## src/logic/rv_bus_pkg.sv

```systemverilog
// shared bus types and map constants; map assumes a 24-bit byte address and 32-bit words
package rv_bus_pkg;

  // cpu byte address and data word
  typedef logic [23:0] addr_t;
  typedef logic [31:0] word_t;

  // one address word, seen as a ram word address or as an i/o register address
  typedef union packed {
    struct packed {
      logic [21:0] word_idx;
      logic [1:0]  byte_off;
    } ram;
    struct packed {
      logic [15:0] page;
      logic [5:0]  reg_num;
      logic [1:0]  byte_off;
    } io;
  } cpu_addr_u;

  // ----------------------------------------
  // memory map
  // ----------------------------------------
  // boot rom window start, nothing at or above is ram
  localparam addr_t ROM_BASE = 24'hFFE000;
  // only the lower 2 kB of the 4 kB window hold words
  localparam int unsigned ROM_WORDS = 512;
  // 256-byte i/o block at 0xFFFF00
  localparam logic [15:0] IO_PAGE = 16'hFFFF;
  // -64 and -60 from the top of the address space
  localparam logic [5:0] REG_TIMER = 6'd48;
  localparam logic [5:0] REG_PANEL = 6'd49;

  // millisecond counter width
  localparam int unsigned TIMER_W = 32;

  // active-low segments, gfedcba, digits 0..F
  localparam logic [6:0] seg7_table [16] = '{
    7'h40, 7'h79, 7'h24, 7'h30, 7'h19, 7'h12, 7'h02, 7'h78,
    7'h00, 7'h10, 7'h08, 7'h03, 7'h46, 7'h21, 7'h06, 7'h0E
  };

endpackage
```

## src/logic/io_dev_if.sv

```systemverilog
// one device slice of the i/o bus; no handshake, rdata must be combinational from device state
`timescale 1ns/1ns

interface io_dev_if;

  // strobe is a level held for as long as the address is held
  logic                stb;
  logic                wr;
  // low register number bit, for devices on an odd or even register
  logic                sel;
  rv_bus_pkg::word_t   wdata;
  rv_bus_pkg::word_t   rdata;

  // decoder side
  modport host (output stb, output wr, output sel, output wdata, input rdata);

  // device side
  modport device (input stb, input wr, input sel, input wdata, output rdata);

endinterface

```

## src/logic/ms_timer.sv

```systemverilog
// running millisecond count since reset; clock_freq must be a multiple of 1000
`timescale 1ns/1ns

module ms_timer #(
  parameter int unsigned clock_freq = 100_000
) (
  input  logic       clk,
  input  logic       rst_n,
  io_dev_if.device   bus
);

  // cycles per millisecond
  localparam int unsigned ticks_per_ms = clock_freq / 1000;
  localparam int unsigned presc_w = (ticks_per_ms > 1) ? $clog2(ticks_per_ms) : 1;

  logic [presc_w-1:0]              presc;
  logic [rv_bus_pkg::TIMER_W-1:0]  ms_count;
  logic                            ms_tick;

  // last cycle of each millisecond
  assign ms_tick = (presc == presc_w'(ticks_per_ms - 1));

  always_ff @(posedge clk or negedge rst_n) begin
    if (!rst_n) begin
      presc    <= '0;
      ms_count <= '0;
    end else if (ms_tick) begin
      presc    <= '0;
      ms_count <= ms_count + 1'b1;
    end else begin
      presc <= presc + 1'b1;
    end
  end

  // read only, on the even register of its pair
  assign bus.rdata = bus.sel ? '0 : rv_bus_pkg::word_t'(ms_count);

endmodule

```

## src/flat_wrapper.sv

```systemverilog
// flat-port wrapper written by rule: the top's interface ports become plain ports
module ms_timer_flat 
#(
  parameter int unsigned clock_freq = 100_000
)
  (clk, rst_n, bus_stb, bus_wr, bus_sel, bus_wdata, bus_rdata);
  io_dev_if bus_i ();
  input  logic clk;
  input  logic rst_n;
  input wire logic [$bits(bus_i.stb)-1:0] bus_stb;
  input wire logic [$bits(bus_i.wr)-1:0] bus_wr;
  input wire logic [$bits(bus_i.sel)-1:0] bus_sel;
  input wire logic [$bits(bus_i.wdata)-1:0] bus_wdata;
  output wire logic [$bits(bus_i.rdata)-1:0] bus_rdata;
  assign bus_i.stb = bus_stb;
  assign bus_i.wr = bus_wr;
  assign bus_i.sel = bus_sel;
  assign bus_i.wdata = bus_wdata;
  assign bus_rdata = bus_i.rdata;
  ms_timer #(.clock_freq(clock_freq)) u_core (.clk(clk), .rst_n(rst_n), .bus(bus_i));
endmodule
```

## config.mk

```make
export PLATFORM = sky130hd
export DESIGN_NAME = ms_timer_flat
export DESIGN_NICKNAME = d
export VERILOG_FILES = /design/src/logic/rv_bus_pkg.sv /design/src/logic/io_dev_if.sv /design/src/logic/ms_timer.sv /design/src/flat_wrapper.sv
export SDC_FILE = /design/constraint.sdc
export NUM_CORES = 1
export LEC_CHECK = 0
export ABC_CLOCK_PERIOD_IN_PS = 3350
export BUFFER_PORTS_ARGS = -buffer_cell sky130_fd_sc_hd__clkbuf_2
export CAP_MARGIN = 20
export CELL_PAD_IN_SITES_DETAIL_PLACEMENT = 1
export CELL_PAD_IN_SITES_GLOBAL_PLACEMENT = 1
export CORE_ASPECT_RATIO = 1.2
export CORE_MARGIN = 1.5
export CORE_UTILIZATION = 42
export CTS_BUF_LIST = sky130_fd_sc_hd__clkbuf_2 sky130_fd_sc_hd__clkbuf_4 sky130_fd_sc_hd__clkbuf_8
export DETAILED_ROUTE_END_ITERATION = 8
export PLACE_DENSITY = 0.84
export SLEW_MARGIN = 0
export SYNTH_ARGS = -nofsm -noshare
export SYNTH_HDL_FRONTEND = slang
export SYNTH_SLANG_ARGS = --single-unit
```

## constraint.sdc

```tcl
create_clock -name clk -period 3.35 [get_ports clk]
set_clock_uncertainty 0.15 [all_clocks]
set_input_delay 0 -clock clk [delete_from_list [all_inputs] [get_ports clk]]
set_output_delay 0 -clock clk [all_outputs]
set_load 0.01 [all_outputs]
```

==> impl_metrics.json <==
{
  "io_pins": 69,
  "routed_via_density": 5.276,
  "synth_area_leaders": "dfrtp_1 (49%), xnor2_1 (14%), nor2b_1 (10%)",
  "antenna_found_initial": 0,
  "diodes": 0,
  "ys_seq_elements": 39,
  "slew_headroom_pct": 35.97,
  "ir_drop_mv": 0.2635,
  "ant_nets": 0,
  "synth_top_area_share_pct": 48.72,
  "dp_hpwl_mm": 2.751,
  "yosysTopAreaCell": "dfrtp_1",
  "hold_class": "in2async",
  "start_util_pct": 43.60,
  "synth.cells.most_frequent": "dfrtp_1 (39), nor2b_1 (32), xnor2_1 (31)",
  "synthCells": 186,
  "synthFlopType": "dfrtp_1",
  "cts_tree": "yes",
  "clk_latency_ns": 0.29,
  "clockBufferDepth": 2,
  "leakage_nw": 1.085,
  "root_buffer": "clkbuf_8",
  "fin_util_pct": 51.01,
  "vias": 1472,
  "post-route-min-period_ns": 2.114,
  "crit_fanout": 15,
  "crit_path_end_kind": "register",
  "cts.clk_slew.worst_paths_ns": 0.08,
  "synthMostInstantiatedCell": "dfrtp_1",
  "numPortBuffers": 34,
  "avgSynthCellArea_um2": 10.77,
  "core-area_um2": 4594,
  "die_w_um": 66.05,
  "ys_warn_count": 0,
  "synthArstFlopShare_pct": 100.0,
  "seq_area_frac_synth_pct": 48.72,
  "dieArea_um2": 5195,
  "final-setup-viol-count": 0,
  "grt_pass1_wl_mm": 7.176,
  "cp_cell_sequence": "ha_1, nand4bb_4, nor3_4, nand4_1, xnor2_1",
  "worstSetupPathType": "reg2reg",
  "syn_area_um2": 2003,
  "finalSetupTns_ns": 0,
  "wirelength_mm": 4.127,
  "numCtsBuffers": 5,
  "synth_cell_types": 24,
  "routedWlPerCell_um": 14.79,
  "rsz0062_at_grt": "no",
  "postCtsSetupBuffers": 0,
  "synth_edf_count": 0,
  "grt_max_degree": 40,
  "drtIter0Drc": 65,
  "status": "finished clean",
  "syn_nets": 225,
  "max_freq_mhz": 473.0,
  "worstMarginPinSlew_ns": 0.9605,
  "arrival_ns": 2.14,
  "grtUsageTotal_pct": 18.16,
  "period_share_pct": 63.11,
  "ctsHtreeMaxLevel": 2,
  "grt_pass1_vias": 1512,
  "drive_gt1_share_pct": 21.27,
  "maxCapViolations": 0,
  "num-nets-final": 259,
  "dr.pass1.iters": 4,
  "clock_sinks": 39,
  "gp_congestion": 0.7485,
  "hold_viol": 0,
  "startpoint_type": "register",
  "slew_violations": 0,
  "cpMaxStageDelayCell": "nor3_4",
  "cpPeakStageDelay_ns": 0.59,
  "hold_ws_ns": 0.2394,
  "powerDensity_nw_per_um2": 408.2,
  "drc": 0,
  "core.rowCount": 27,
  "grt_overflow_total": 0,
  "area_delta_synth_final_pct": 16.99,
  "die_h_um": 78.66,
  "worst_ep_required_time_ns": 3.38
}
logic make-up after synthesis:
group | Yosys count | share of synthesized area, %
flops | 39 | 48.72
mux | 1 | 0.5621
xor+xnor | 34 | 14.87
compound gates | 4 | 0.9994
fa+ha+maj | 2 | 1.249
buf+inv | 8 | 2.436
simple gates | 98 | 31.17
final cells by class:
class / count / area, um^2
multi-input combinational: 139 / 978.4
clock inverter: 2 / 60.06
sequential: 39 / 975.9
tap: 58 / 72.57
fill: 531 / 2251
timing repair buffer: 35 / 180.2
clock buffer: 6 / 76.32
per-stage QoR:
stage	setup WS [ns]	cell area, um^2	instances	power, mW
after global placement	1.287	2197	270	0.4958
after CTS	1.198	2344	279	0.9691
after detailed placement	1.236	2197	270	0.4962
after global routing	1.045	2344	279	0.9952
final	1.236	2344	279	0.9566
after floorplan	1.637	2003	186	0.4842
what timing repair did:
item / 4_1_cts / 5_1_grt
hold buffers: 1 / 0
resized for setup: 0 / 0
endpoints found under the hold margin: 39 / 0
cell usage in the layout (no fill, tap or decap), drive strengths merged:
| cell type | count |
|---|---|
| nor2b | 32 |
| nand2 | 8 |
| and2 | 5 |
| nor2 | 5 |
| nand2b | 1 |
| nor3 | 3 |
| dfrtp | 39 |
| a21oi | 2 |
| bufinv | 2 |
| clkbuf | 40 |
| or3 | 1 |
| xor2 | 3 |
| nand4 | 14 |
| and3 | 6 |
| ha | 2 |
| and4 | 7 |
| nand4bb | 1 |
| mux2 | 1 |
| o21ai | 2 |
| xnor2 | 31 |
| nand3 | 15 |
| dlygate4sd3 | 1 |
critical path, delay by kind of cell (launching register included):
kind / cells / cell delay (ns)
simple gates: 3 / 1.03
flops: 1 / 0.37
fa+ha+maj: 1 / 0.28
xor+xnor: 1 / 0.18
where the power goes:
part | internal (mW) | switching [mW] | total (mW)
combinational | 0.00155 | 0.0147 | 0.0163
clock | 0.306 | 0.164 | 0.470
sequential | 0.470 | 0 | 0.470
total | 0.778 | 0.179 | 0.957
worst paths after layout:
kind	startpoint	end	slack [ns]	depth (start not counted)
setup / recovery	u_core.presc[0]	u_core.ms_count[29]	1.24	5
hold / removal	rst_n	u_core.ms_count[20]	0.24	2
setup reg to reg	u_core.presc[0]	u_core.ms_count[29]	1.24	5
hold reg to reg	u_core.presc[0]	u_core.presc[0]	0.31	1
max in group asynchronous	rst_n	u_core.ms_count[0]	2.21	2
min in group clk	u_core.presc[0]	u_core.presc[0]	0.31	1
per-layer routing:
metal / part of all wire, % / vias up / global-route usage [%]
li1: - / 702 / -
met1: 42 / 738 / 23.03
met2: 53 / 25 / 30.20
met3: 3.3 / 7 / 4.728
met4: 1.4 / 0 / 5.510
met5: 0 / - / 0
state kept, by name, indices dropped and copies added (netlist names):
name and count:
u_core.ms_count 32, u_core.presc 7
Power figures use the tool's default switching activity.
