**config.mk**
```make
export PLATFORM = sky130hd
export DESIGN_NAME = panel_io_flat
export DESIGN_NICKNAME = d
export VERILOG_FILES = /design/src/logic/rv_bus_pkg.sv /design/src/logic/io_dev_if.sv /design/src/logic/panel_io.sv /design/src/flat_wrapper.sv
export SDC_FILE = /design/constraint.sdc
export NUM_CORES = 1
export LEC_CHECK = 0
export ABC_AREA = 1
export BUFFER_PORTS_ARGS = -buffer_cell sky130_fd_sc_hd__buf_2
export CAP_MARGIN = 0
export CORE_MARGIN = 3
export CORE_UTILIZATION = 49
export CTS_BUF_LIST = sky130_fd_sc_hd__clkbuf_8
export CTS_CLUSTER_SIZE = 40
export DETAILED_ROUTE_END_ITERATION = 12
export PLACE_DENSITY = 0.92
export SLEW_MARGIN = 20
export SYNTH_ARGS = -nofsm -noshare
export SYNTH_HDL_FRONTEND = slang
export SYNTH_SLANG_ARGS = --single-unit
```
**constraint.sdc**
```tcl
create_clock -name clk -period 1.8 [get_ports clk]
set_input_delay 0.36 -clock clk [delete_from_list [all_inputs] [get_ports clk]]
set_output_delay 0.36 -clock clk [all_outputs]
set_load 0.01 [all_outputs]
```
**src/logic/rv_bus_pkg.sv**
```systemverilog
// shared bus types and map constants; map assumes a 24-bit byte address and 32-bit words
package rv_bus_pkg;

  // cpu byte address and data word
  typedef logic [23:0] addr_t;
  typedef logic [31:0] word_t;

  // one address word, seen as a ram word address or as an i/o register address
  typedef union packed {
    struct packed {
      logic [21:0] word_idx;
      logic [1:0]  byte_off;
    } ram;
    struct packed {
      logic [15:0] page;
      logic [5:0]  reg_num;
      logic [1:0]  byte_off;
    } io;
  } cpu_addr_u;

  // ----------------------------------------
  // memory map
  // ----------------------------------------
  // boot rom window start, nothing at or above is ram
  localparam addr_t ROM_BASE = 24'hFFE000;
  // only the lower 2 kB of the 4 kB window hold words
  localparam int unsigned ROM_WORDS = 512;
  // 256-byte i/o block at 0xFFFF00
  localparam logic [15:0] IO_PAGE = 16'hFFFF;
  // -64 and -60 from the top of the address space
  localparam logic [5:0] REG_TIMER = 6'd48;
  localparam logic [5:0] REG_PANEL = 6'd49;

  // millisecond counter width
  localparam int unsigned TIMER_W = 32;

  // active-low segments, gfedcba, digits 0..F
  localparam logic [6:0] seg7_table [16] = '{
    7'h40, 7'h79, 7'h24, 7'h30, 7'h19, 7'h12, 7'h02, 7'h78,
    7'h00, 7'h10, 7'h08, 7'h03, 7'h46, 7'h21, 7'h06, 7'h0E
  };

endpackage
```
**src/logic/io_dev_if.sv**
```systemverilog
// one device slice of the i/o bus; no handshake, rdata must be combinational from device state
`timescale 1ns/1ns

interface io_dev_if;

  // strobe is a level held for as long as the address is held
  logic                stb;
  logic                wr;
  // low register number bit, for devices on an odd or even register
  logic                sel;
  rv_bus_pkg::word_t   wdata;
  rv_bus_pkg::word_t   rdata;

  // decoder side
  modport host (output stb, output wr, output sel, output wdata, input rdata);

  // device side
  modport device (input stb, input wr, input sel, input wdata, output rdata);

endinterface

```
**src/logic/panel_io.sv**
```systemverilog
// leds and 7-seg driven from one write word; switch/button inputs assumed async, synced here
`timescale 1ns/1ns

module panel_io (
  input  logic         clk,
  input  logic         rst_n,
  input  logic [9:0]   swi_in,
  input  logic [3:0]   btn_in_n,
  io_dev_if.device     bus,
  output logic [7:0]   led_g,
  output logic [9:0]   led_r,
  output logic [6:0]   hex0_n,
  output logic [6:0]   hex1_n
);

  logic [7:0]  hex_q;
  logic [9:0]  swi_s1;
  logic [9:0]  swi_s2;
  logic [3:0]  btn_s1;
  logic [3:0]  btn_s2;
  logic        we;

  // panel sits on the odd register
  assign we = bus.stb & bus.wr & bus.sel;

  // ----------------------------------------
  // output register
  // ----------------------------------------
  always_ff @(posedge clk or negedge rst_n) begin
    if (!rst_n) begin
      led_g <= '0;
      led_r <= '0;
      hex_q <= '0;
    end else if (we) begin
      led_g <= bus.wdata[7:0];
      hex_q <= bus.wdata[15:8];
      led_r <= bus.wdata[25:16];
    end
  end

  // low digit on hex0, high digit on hex1
  assign hex0_n = rv_bus_pkg::seg7_table[hex_q[3:0]];
  assign hex1_n = rv_bus_pkg::seg7_table[hex_q[7:4]];

  // ----------------------------------------
  // input synchronisers
  // ----------------------------------------
  // buttons idle high
  always_ff @(posedge clk or negedge rst_n) begin
    if (!rst_n) begin
      swi_s1 <= '0;
      swi_s2 <= '0;
      btn_s1 <= '1;
      btn_s2 <= '1;
    end else begin
      swi_s1 <= swi_in;
      swi_s2 <= swi_s1;
      btn_s1 <= btn_in_n;
      btn_s2 <= btn_s1;
    end
  end

  // pressed button reads as 1
  assign bus.rdata = {18'b0, ~btn_s2, swi_s2};

endmodule

```
**src/flat_wrapper.sv**
```systemverilog
// flat-port wrapper written by rule: the top's interface ports become plain ports
module panel_io_flat 
  (clk, rst_n, swi_in, btn_in_n, led_g, led_r, hex0_n, hex1_n, bus_stb, bus_wr, bus_sel, bus_wdata, bus_rdata);
  io_dev_if bus_i ();
  input  logic clk;
  input  logic rst_n;
  input  logic [9:0] swi_in;
  input  logic [3:0] btn_in_n;
  output logic [7:0] led_g;
  output logic [9:0] led_r;
  output logic [6:0] hex0_n;
  output logic [6:0] hex1_n;
  input wire logic [$bits(bus_i.stb)-1:0] bus_stb;
  input wire logic [$bits(bus_i.wr)-1:0] bus_wr;
  input wire logic [$bits(bus_i.sel)-1:0] bus_sel;
  input wire logic [$bits(bus_i.wdata)-1:0] bus_wdata;
  output wire logic [$bits(bus_i.rdata)-1:0] bus_rdata;
  assign bus_i.stb = bus_stb;
  assign bus_i.wr = bus_wr;
  assign bus_i.sel = bus_sel;
  assign bus_i.wdata = bus_wdata;
  assign bus_rdata = bus_i.rdata;
  panel_io u_core (.clk(clk), .rst_n(rst_n), .swi_in(swi_in), .btn_in_n(btn_in_n), .bus(bus_i), .led_g(led_g), .led_r(led_r), .hex0_n(hex0_n), .hex1_n(hex1_n));
endmodule
```
==> reports/metrics.yaml <==
vias: 1895
crit_path_end: "hex1_n[0]"
worstSetupPathType: "reg2out"
start_util_pct: 52.3
die_area_sq_um: 6110
fin_crit_ns: 1.84
ctsRootBufferMaster: "clkbuf_8"
synth-warning-count: 0
violations: "setup timing"
yosysTopAreaCell: "dfrtp_1"
rsz0062_at_grt: "true"
slew_viol_final: 0
finalSetupTns_ns: -0.112
crit_slowest_cell: "dfrtp_2"
route.detailed.drc: 0
wire_per_inst_um: 12.2
critPathMostFrequentCell: "nand2_1"
synthCells: 262
ant_nets: 0
chipWidth_um: 78.2
cts_sinks: 54
hold_violations: 0
cts_tree: "yes"
synth_common_cells: "nand2_1 (67), dfrtp_1 (46), inv_1 (43)"
synthFlopType: "dfrtp_1"
cts_buffers: 5
grt_pass1_vias: 1826
worstPathArrival_ns: 1.48
endpoint_kind: "output pin"
r2r_end: "u_core.hex_q[1]$_DFFE_PN0P_"
vias_per_cell: 4.45
ys_async_sr_fraction_pct: 100
clock_latency_ns: 0.29
grt-ovfl-total: 0
utilization_pct: 68.2
cap_violations: 0
r2r_slack_ns: 0.88
p_sw_share_pct: 32.1
filler_cell_count: 375
wl_um: 5190
rr_worst_depth: 4
worstPathMaxFanout: 5
path_cells: "inv_4 > ha_4 > inv_1 > nand2_1 > nand3_1 > nand2_1 > buf_2"
startpoint_type: "flip-flop"
irDropWorstVdd_v: 0.000777
setup.worst_path.start: "u_core.hex_q[4]$_DFFE_PN0P_"
status: "finished with violations"
seq_area_sq_um: 1370
p_leak_nw: 1.84
power_frac_comb_pct: 29.4
yosysTopAreaCellShare_pct: 45.1
cp.required_ns: 1.44
dp_slack_ns: 0.171
final_net_count: 423
path_clk_slew_ns: 0.09
synth_area_sq_um: 2550
dpl_cell_area_sq_um: 2970
gp_congestion: 0.796
gr-usage-all-layers_pct: 16.8
final_layout_size_suffix_gt1_share_pct: 49.0
ys_ff_latch: 54
ctsHtreeMaxLevel: 2
timing.critical_path.slowest_cell_delay_ns: 0.49
clkPwrFrac_pct: 24.6
max_freq_ghz: 0.543
ios: 115
setup_slack_ns: -0.0407
dp_hpwl_um: 3590
grt_pass1_wl_um: 8190
final_area_sq_um: 3330
die_height_um: 78.2
intPower_mw: 2.16
seq_power_share_pct: 46.1
setup_viol: 5
diodes: 0
power_density_nw_per_um2: 954
io_buffers: 90
grt_max_degree: 53
synth_cell_types: 17
power.switching_mw: 1.02
hold_path_class: "in2async"
post-route-period-util_pct: 102
synth.area.top_cells: "dfrtp_1 (45%), nand2_1 (9.9%), o21ai_2 (8.9%)"
r2r-start: "u_core.hex_q[1]$_DFFE_PN0P_"
dr.first_iter.drc_count: 58
yosysSeqAreaShare_pct: 53.4
multi_input_area_sq_um: 1040
area_growth_pct: 30.5
avgSynthCellArea_sq_um: 9.74
antenna_found_initial: 0
skew_ns: 0.00261
rows: 25
yosysMostFrequentCell: "nand2_1"
synth-edff-count: 0
firstDrtPassIters: 6
fp.coreArea_sq_um: 4880
clockBufferDepth: 2
what timing repair did:
| item | in CTS | in global routing |
|---|---|---|
| pin swaps | 3 | 10 |
| setup buffers | 5 | 2 |
| gates resized for setup | 20 | 34 |
| hold buffers | 0 | 0 |
| setup endpoints to repair | 12 | 14 |
| cloned | 0 | 0 |
layout make-up:
type | instances | area share [%]
sequential | 54 | 41.0
tap | 67 | 2.52
clock buffer | 5 | 2.07
clock inverter | 3 | 1.24
multi-input combinational | 154 | 31.2
timing repair buffer | 99 | 16.6
inverter | 44 | 5.26
layout by cell type (no fill, tap or decap), drive strengths merged:
cell / instances
clkbuf: 5
nand2: 67
nand3: 17
buf: 99
inv: 45
dfrtp: 46
clkinvlp: 1
o21ai: 30
nor2: 6
dfstp: 8
a21oi: 2
conb: 18
bufinv: 1
ha: 14
worst min-delay path by stage:
stage                               start                           to  slack (ns)  cells past startpoint
2_1_floorplan                       rst_n  u_core.hex_q[0]$_DFFE_PN0P_        0.06                      0
3_3_place_gp   u_core.swi_s1[9]$_DFF_PN0_   u_core.swi_s2[9]$_DFF_PN0_        0.33                      0
3_5_place_dp   u_core.swi_s1[0]$_DFF_PN0_   u_core.swi_s2[0]$_DFF_PN0_        0.33                      0
4_1_cts                             rst_n  u_core.led_g[3]$_DFFE_PN0P_        0.03                      1
5_1_grt                             rst_n  u_core.led_g[3]$_DFFE_PN0P_        0.05                      1
6_report                            rst_n  u_core.led_r[2]$_DFFE_PN0P_        0.02                      1
routing by layer:
layer | GRT usage, % | wire length, um | up-vias
met4 | 5.24 | 106 | 0
met5 | 0 | 0 | -
met2 | 28.9 | 2550 | 93
met1 | 20.0 | 2030 | 847
met3 | 5.50 | 506 | 10
li1 | - | - | 945
critical path, delay by kind of cell, from the launching register on:
family        cells  cell delay [ns]
flops             1             0.49
buf+inv           3             0.29
simple gates      3             0.26
fa+ha+maj         1             0.14
sequential cells by signal, summed over array words and instances (netlist names):
signal	count
u_core.btn_s1	4
u_core.swi_s2	10
u_core.btn_s2	4
u_core.led_g	8
u_core.led_r	10
u_core.swi_s1	10
u_core.hex_q	8
power groups by stage:
stage                     clock [mW]  sequential (mW)  combinational (mW)
after global placement             0             1.46               0.736
after CTS                      0.812             1.45               0.840
after floorplan                    0             1.47               0.497
after global routing           0.860             1.48                1.04
after detailed placement           0             1.47               0.766
final                          0.780             1.46               0.933
stage by stage:
step / power, mW / hold slack (ns) / std cells
floorplan: 1.97 / 0.0644 / 279
global placement: 2.20 / 0.331 / 411
detailed placement: 2.23 / 0.335 / 411
CTS: 3.10 / 0.0263 / 424
global route: 3.38 / 0.0454 / 426
finish: 3.18 / 0.0207 / 426
kinds of logic after synthesis:
group / synth area share (%)
flops: 53.4
fa+ha+maj: 6.87
buf+inv: 15.0
simple gates: 14.6
compound gates: 10.1
other cells: 0.147
No activity file was read; power rests on OpenSTA's default activity.
