--- src/logic/rv_bus_pkg.sv ---
// shared bus types and map constants; map assumes a 24-bit byte address and 32-bit words
package rv_bus_pkg;

  // cpu byte address and data word
  typedef logic [23:0] addr_t;
  typedef logic [31:0] word_t;

  // one address word, seen as a ram word address or as an i/o register address
  typedef union packed {
    struct packed {
      logic [21:0] word_idx;
      logic [1:0]  byte_off;
    } ram;
    struct packed {
      logic [15:0] page;
      logic [5:0]  reg_num;
      logic [1:0]  byte_off;
    } io;
  } cpu_addr_u;

  // ----------------------------------------
  // memory map
  // ----------------------------------------
  // boot rom window start, nothing at or above is ram
  localparam addr_t ROM_BASE = 24'hFFE000;
  // only the lower 2 kB of the 4 kB window hold words
  localparam int unsigned ROM_WORDS = 512;
  // 256-byte i/o block at 0xFFFF00
  localparam logic [15:0] IO_PAGE = 16'hFFFF;
  // -64 and -60 from the top of the address space
  localparam logic [5:0] REG_TIMER = 6'd48;
  localparam logic [5:0] REG_PANEL = 6'd49;

  // millisecond counter width
  localparam int unsigned TIMER_W = 32;

  // active-low segments, gfedcba, digits 0..F
  localparam logic [6:0] seg7_table [16] = '{
    7'h40, 7'h79, 7'h24, 7'h30, 7'h19, 7'h12, 7'h02, 7'h78,
    7'h00, 7'h10, 7'h08, 7'h03, 7'h46, 7'h21, 7'h06, 7'h0E
  };

endpackage
--- src/logic/io_dev_if.sv ---
// one device slice of the i/o bus; no handshake, rdata must be combinational from device state
`timescale 1ns/1ns

interface io_dev_if;

  // strobe is a level held for as long as the address is held
  logic                stb;
  logic                wr;
  // low register number bit, for devices on an odd or even register
  logic                sel;
  rv_bus_pkg::word_t   wdata;
  rv_bus_pkg::word_t   rdata;

  // decoder side
  modport host (output stb, output wr, output sel, output wdata, input rdata);

  // device side
  modport device (input stb, input wr, input sel, input wdata, output rdata);

endinterface

--- src/logic/bus_decoder.sv ---
// address decode and bus muxing; memory reads have one cycle latency, i/o reads are same-cycle
`timescale 1ns/1ns

module bus_decoder (
  input  logic                clk,
  input  logic                rst_n,
  input  rv_bus_pkg::addr_t   adr,
  input  logic                rd,
  input  logic                wr,
  input  rv_bus_pkg::word_t   outbus,
  input  rv_bus_pkg::word_t   ram_rdata,
  input  rv_bus_pkg::word_t   rom_rdata,
  output logic                ram_en,
  output logic                ram_wr,
  output logic                rom_en,
  output rv_bus_pkg::word_t   codebus,
  output rv_bus_pkg::word_t   inbus,
  io_dev_if.host              timer_bus,
  io_dev_if.host              panel_bus
);

  // rom window bounds as word indices
  localparam logic [21:0] rom_lo_word = 22'(rv_bus_pkg::ROM_BASE >> 2);
  localparam logic [21:0] rom_hi_word = 22'((rv_bus_pkg::ROM_BASE >> 2) + rv_bus_pkg::ROM_WORDS);

  rv_bus_pkg::cpu_addr_u a_u;
  logic                  io_en;
  logic                  io_act;
  rv_bus_pkg::word_t     io_word;
  // registered source of the word now on the memory outputs
  logic                  ram_q;
  logic                  rom_q;

  assign a_u = adr;

  // ----------------------------------------
  // address decode
  // ----------------------------------------
  // ram below the rom base, ungated so code fetches need no rd
  assign ram_en = (a_u.ram.word_idx < rom_lo_word);
  assign ram_wr = ram_en & wr;
  // lower 2 kB of the rom window
  assign rom_en = (a_u.ram.word_idx >= rom_lo_word) && (a_u.ram.word_idx < rom_hi_word);

  // i/o page, device strobes only on an actual access
  assign io_en  = (a_u.io.page == rv_bus_pkg::IO_PAGE);
  assign io_act = io_en & (rd | wr);

  assign timer_bus.stb   = io_act && (a_u.io.reg_num == rv_bus_pkg::REG_TIMER);
  assign timer_bus.wr    = wr;
  assign timer_bus.sel   = a_u.io.reg_num[0];
  assign timer_bus.wdata = outbus;

  assign panel_bus.stb   = io_act && (a_u.io.reg_num == rv_bus_pkg::REG_PANEL);
  assign panel_bus.wr    = wr;
  assign panel_bus.sel   = a_u.io.reg_num[0];
  assign panel_bus.wdata = outbus;

  // unmapped registers read zero
  assign io_word = timer_bus.stb ? timer_bus.rdata :
                   panel_bus.stb ? panel_bus.rdata :
                   '0;

  // ----------------------------------------
  // bus muxes
  // ----------------------------------------
  // select follows the address by one edge, lining up with memory output
  always_ff @(posedge clk or negedge rst_n) begin
    if (!rst_n) begin
      ram_q <= 1'b0;
      rom_q <= 1'b0;
    end else begin
      ram_q <= ram_en;
      rom_q <= rom_en;
    end
  end

  // code from ram or rom
  assign codebus = rom_q ? rom_rdata : ram_rdata;

  // data from i/o right away, else last cycle's ram word
  assign inbus = io_en ? io_word :
                 ram_q ? ram_rdata :
                 '0;

endmodule

--- src/flat_wrapper.sv ---
// flat-port wrapper written by rule: the top's interface ports become plain ports
module bus_decoder_flat 
  (clk, rst_n, adr, rd, wr, outbus, ram_rdata, rom_rdata, ram_en, ram_wr, rom_en, codebus, inbus, timer_bus_stb, timer_bus_wr, timer_bus_sel, timer_bus_wdata, timer_bus_rdata, panel_bus_stb, panel_bus_wr, panel_bus_sel, panel_bus_wdata, panel_bus_rdata);
  io_dev_if timer_bus_i ();
  io_dev_if panel_bus_i ();
  input  logic clk;
  input  logic rst_n;
  input  rv_bus_pkg::addr_t adr;
  input  logic rd;
  input  logic wr;
  input  rv_bus_pkg::word_t outbus;
  input  rv_bus_pkg::word_t ram_rdata;
  input  rv_bus_pkg::word_t rom_rdata;
  output logic ram_en;
  output logic ram_wr;
  output logic rom_en;
  output rv_bus_pkg::word_t codebus;
  output rv_bus_pkg::word_t inbus;
  output wire logic [$bits(timer_bus_i.stb)-1:0] timer_bus_stb;
  output wire logic [$bits(timer_bus_i.wr)-1:0] timer_bus_wr;
  output wire logic [$bits(timer_bus_i.sel)-1:0] timer_bus_sel;
  output wire logic [$bits(timer_bus_i.wdata)-1:0] timer_bus_wdata;
  input wire logic [$bits(timer_bus_i.rdata)-1:0] timer_bus_rdata;
  output wire logic [$bits(panel_bus_i.stb)-1:0] panel_bus_stb;
  output wire logic [$bits(panel_bus_i.wr)-1:0] panel_bus_wr;
  output wire logic [$bits(panel_bus_i.sel)-1:0] panel_bus_sel;
  output wire logic [$bits(panel_bus_i.wdata)-1:0] panel_bus_wdata;
  input wire logic [$bits(panel_bus_i.rdata)-1:0] panel_bus_rdata;
  assign timer_bus_stb = timer_bus_i.stb;
  assign timer_bus_wr = timer_bus_i.wr;
  assign timer_bus_sel = timer_bus_i.sel;
  assign timer_bus_wdata = timer_bus_i.wdata;
  assign timer_bus_i.rdata = timer_bus_rdata;
  assign panel_bus_stb = panel_bus_i.stb;
  assign panel_bus_wr = panel_bus_i.wr;
  assign panel_bus_sel = panel_bus_i.sel;
  assign panel_bus_wdata = panel_bus_i.wdata;
  assign panel_bus_i.rdata = panel_bus_rdata;
  bus_decoder u_core (.clk(clk), .rst_n(rst_n), .adr(adr), .rd(rd), .wr(wr), .outbus(outbus), .ram_rdata(ram_rdata), .rom_rdata(rom_rdata), .ram_en(ram_en), .ram_wr(ram_wr), .rom_en(rom_en), .codebus(codebus), .inbus(inbus), .timer_bus(timer_bus_i), .panel_bus(panel_bus_i));
endmodule
--- config.mk ---
export PLATFORM = sky130hd
export DESIGN_NAME = bus_decoder_flat
export DESIGN_NICKNAME = d
export VERILOG_FILES = /design/src/logic/rv_bus_pkg.sv /design/src/logic/io_dev_if.sv /design/src/logic/bus_decoder.sv /design/src/flat_wrapper.sv
export SDC_FILE = /design/constraint.sdc
export NUM_CORES = 1
export LEC_CHECK = 0
export BUFFER_PORTS_ARGS = -buffer_cell sky130_fd_sc_hd__buf_2
export CELL_PAD_IN_SITES_DETAIL_PLACEMENT = 1
export CELL_PAD_IN_SITES_GLOBAL_PLACEMENT = 1
export CORE_AREA = 5 5 123 125
export CTS_CLUSTER_DIAMETER = 120
export CTS_CLUSTER_SIZE = 10
export DETAILED_ROUTE_END_ITERATION = 12
export DIE_AREA = 0 0 128 130
export PLACE_DENSITY = 0.69
export SKIP_CTS_REPAIR_TIMING = 1
export SYNTH_ARGS = -nofsm -noshare
export SYNTH_HDL_FRONTEND = slang
export SYNTH_SLANG_ARGS = --single-unit
--- constraint.sdc ---
create_clock -name clk -period 1.49 [get_ports clk]
set_clock_uncertainty 0.1 [all_clocks]
set_input_delay 0.0745 -clock clk [delete_from_list [all_inputs] [get_ports clk]]
set_output_delay 0.0745 -clock clk [all_outputs]
set_load 0.005 [all_outputs]
==> flow_summary_export.csv <==
group,metric,value,unit
logic_synthesis,synth-simple-area-share,5.548,%
logic_synthesis,synthesis.area,1917,µm²
timing,worst_hold_slack,0.04900,ns
run,drv_cap,0,
timing,fin_crit_sh,100.3,%
logic_synthesis,syn-instance-count,198,
place,hpwl,8166,µm
logic_synthesis,syn-num-nets,386,
clocking,clock_sinks,2,
floorplanning,rows,43,
layout,num-nets-final,548,
detailed_routing,drt_iter0_markers,33,
timing,layout_setup_ws,-0.004562,ns
clocking,cts.reportedPaths.clkPinSlew,0.03,ns
clocking,cts-htree-levels,1,
global_routing,grt_max_degree,24,
logic_synthesis,yosys_register_bits,2,
setup_path,required,1.32,ns
detailed_routing,met2WireLength,5015,µm
timing,post-route-min-period,1.495,ns
power_and_ir_drop,power_per_cell_area,353.4,nW/µm²
setup_path,cp-end-kind,"primary output",
floorplanning,core-area,13770,µm²
logic_synthesis,ys_warn_count,0,
timing,timing.final.hold_violations,0,
clocking,cts_made_buffers,3,
detailed_routing,drt_wl_total,9023,µm
setup_path,cp_slowest_cell,"dfrtp_1",
timing,worstMarginPinSlew,0.3240,ns
setup_path,start_kind,"flip-flop",
layout,drive_gt1_share,85.47,%
timing,max_freq,669.1,MHz
clocking,clk_path_buf_depth,2,
logic_synthesis,synth_ff_type,"dfrtp_1",
floorplanning,initial_core_util,13.92,%
hold_path,min_path_type,"in -> out",
place,post-place-ws,0.02448,ns
timing,rsz0062_at_grt,"true",
timing,slew_viol_final,0,
timing,setup_viol,2,
detailed_routing,top_layer_used,"met5",
logic_synthesis,async_flop_share,100.0,%
setup_path,crit_chain,"buf_12 -> mux2_2 -> buf_2",
detailed_routing,route.detailed.drc,0,
layout,layout_common_cells,"buf_2 (226), mux2i_1 (32), mux2_2 (30)",
floorplanning,die_h,130,µm
detailed_routing,wl_met1,2993,µm
detailed_routing,wl_per_cell,16.77,µm
setup_path,critPathMaxStageDelay,0.39,ns
logic_synthesis,synth_edf_count,0,
place,io_buffers,226,
logic_synthesis,synth_top_family_by_area,"multiplexers",
detailed_routing,drtPass1Iterations,4,
setup_path,arrival,1.32,ns
detailed_routing,wl_met3,837,µm
logic_synthesis,synthMuxAreaShare,35.51,%
logic_synthesis,synth_cell_types,24,
setup_path,path_max_fanout,21,
place,placed_area,2800,µm²
clocking,cts_tree,"done",
detailed_routing,postRouteAntennaNets,0,
layout,antennaDiodeCount,0,
place,place.gp.congestion,0.8977,
power_and_ir_drop,worst_ir_drop_vdd,193.4,µV
global_routing,grt_pass1_vias,2345,
detailed_routing,vias,2114,
logic_synthesis,synthAdderAreaFrac,0,%
global_routing,grt_pass1_wl,12620,µm
layout,layout_commonest_cell,"buf_2",
layout,final_area,2925,µm²
global_routing,overflow,0,
detailed_routing,viasPerCell,3.929,
global_routing,antenna_found_initial,1,
logic_synthesis,synth_compound_area_share,24.35,%
logic_synthesis,seq_area_frac_synth,2.611,%
clocking,cts_root_buffer,"clkbuf_16",
setup_path,worstSetupPathType,"reg -> out",
power_and_ir_drop,p_leak,1.496,nW
timing,slew_headroom,78.32,%
power_and_ir_drop,p_total,0.001034,W
global_routing,track_usage,9.636,%
floorplanning,dieArea,16640,µm²
floorplanning,ioPinCount,325,
status,status,"complete, but fails checks",
layout,syn2layout_area_growth,52.61,%
floorplanning,die_width,128,µm
status,violations,"setup timing",
logic_synthesis,syn-mean-instance-area,9.681,µm²
logic_synthesis,synth_xor_area_share,0,%
Yosys cell counts, types with 2 or more instances:
cell | count | area, µm²
buf_2 | 7 | 35.03
buf_4 | 71 | 533.0
buf_6 | 3 | 33.78
dfrtp_1 | 2 | 50.05
inv_1 | 2 | 7.510
mux2_1 | 2 | 22.52
mux2_2 | 30 | 337.8
mux2i_1 | 32 | 320.3
nand3_1 | 2 | 10.01
nor2_1 | 2 | 7.510
nor2_2 | 2 | 12.51
o2bb2ai_1 | 4 | 35.03
o2bb2ai_2 | 28 | 420.4
power breakdown:
| group | total [W] | switching [W] | internal (W) | leakage, nW |
|---|---|---|---|---|
| sequential | 0.0000548 | 0.0000000106 | 0.0000548 | 0.0227 |
| combinational | 0.000577 | 0.000230 | 0.000347 | 1.44 |
| clock | 0.000402 | 0.0000605 | 0.000341 | 0.0370 |
| total | 0.00103 | 0.000291 | 0.000743 | 1.50 |
sequential cells by signal, summed over array words and instances (netlist names):
| signal | cells |
|---|---|
| u_core.ram_q | 1 |
| u_core.rom_q | 1 |
stage by stage:
stage | util (%) | setup TNS [ns] | instances
finish | 21.24 | -0.005160 | 538
global route | 21.24 | -0.4953 | 538
CTS | 20.88 | -0.3773 | 535
detailed placement | 20.33 | 0 | 532
global placement | 20.33 | 0 | 532
floorplan | - | 0 | 198
worst max-delay path: cells and delay by family (launching register included):
family	cells	cell delay [ns]
flops	1	0.39
buf+inv	2	0.32
mux	1	0.37
per-layer routing:
metal | global-route usage, % | up-vias
met1 | 9.350 | 985
li1 | - | 981
met2 | 19.04 | 118
met5 | 0 | -
met3 | 3.234 | 28
met4 | 3.121 | 2
cell type report:
| type | count | area, µm² |
|---|---|---|
| Fill cell | 1705 | 10850 |
| Sequential cell | 2 | 50.05 |
| Timing Repair Buffer | 239 | 1294 |
| Inverter | 2 | 7.507 |
| Multi-Input combinational cell | 112 | 1274 |
| Clock buffer | 3 | 75.07 |
| Tap cell | 180 | 225.2 |
cells by family after synthesis:
| logic type | after synthesis |
|---|---|
| compound gates | 33 |
| simple gates | 15 |
| flops | 2 |
| mux | 64 |
| buf+inv | 84 |
path summary, 6_finish.rpt:
check | startpoint | end | slack, ns | cells past startpoint
setup / recovery | u_core.rom_q | codebus[28] | -0.005 | 3
hold / removal | outbus[11] | panel_bus_wdata[11] | 0.05 | 0
max in group asynchronous | rst_n | u_core.rom_q | 1.10 | 2
min in group asynchronous | rst_n | u_core.ram_q | 0.09 | 2
(Power assumes the default switching activity.)
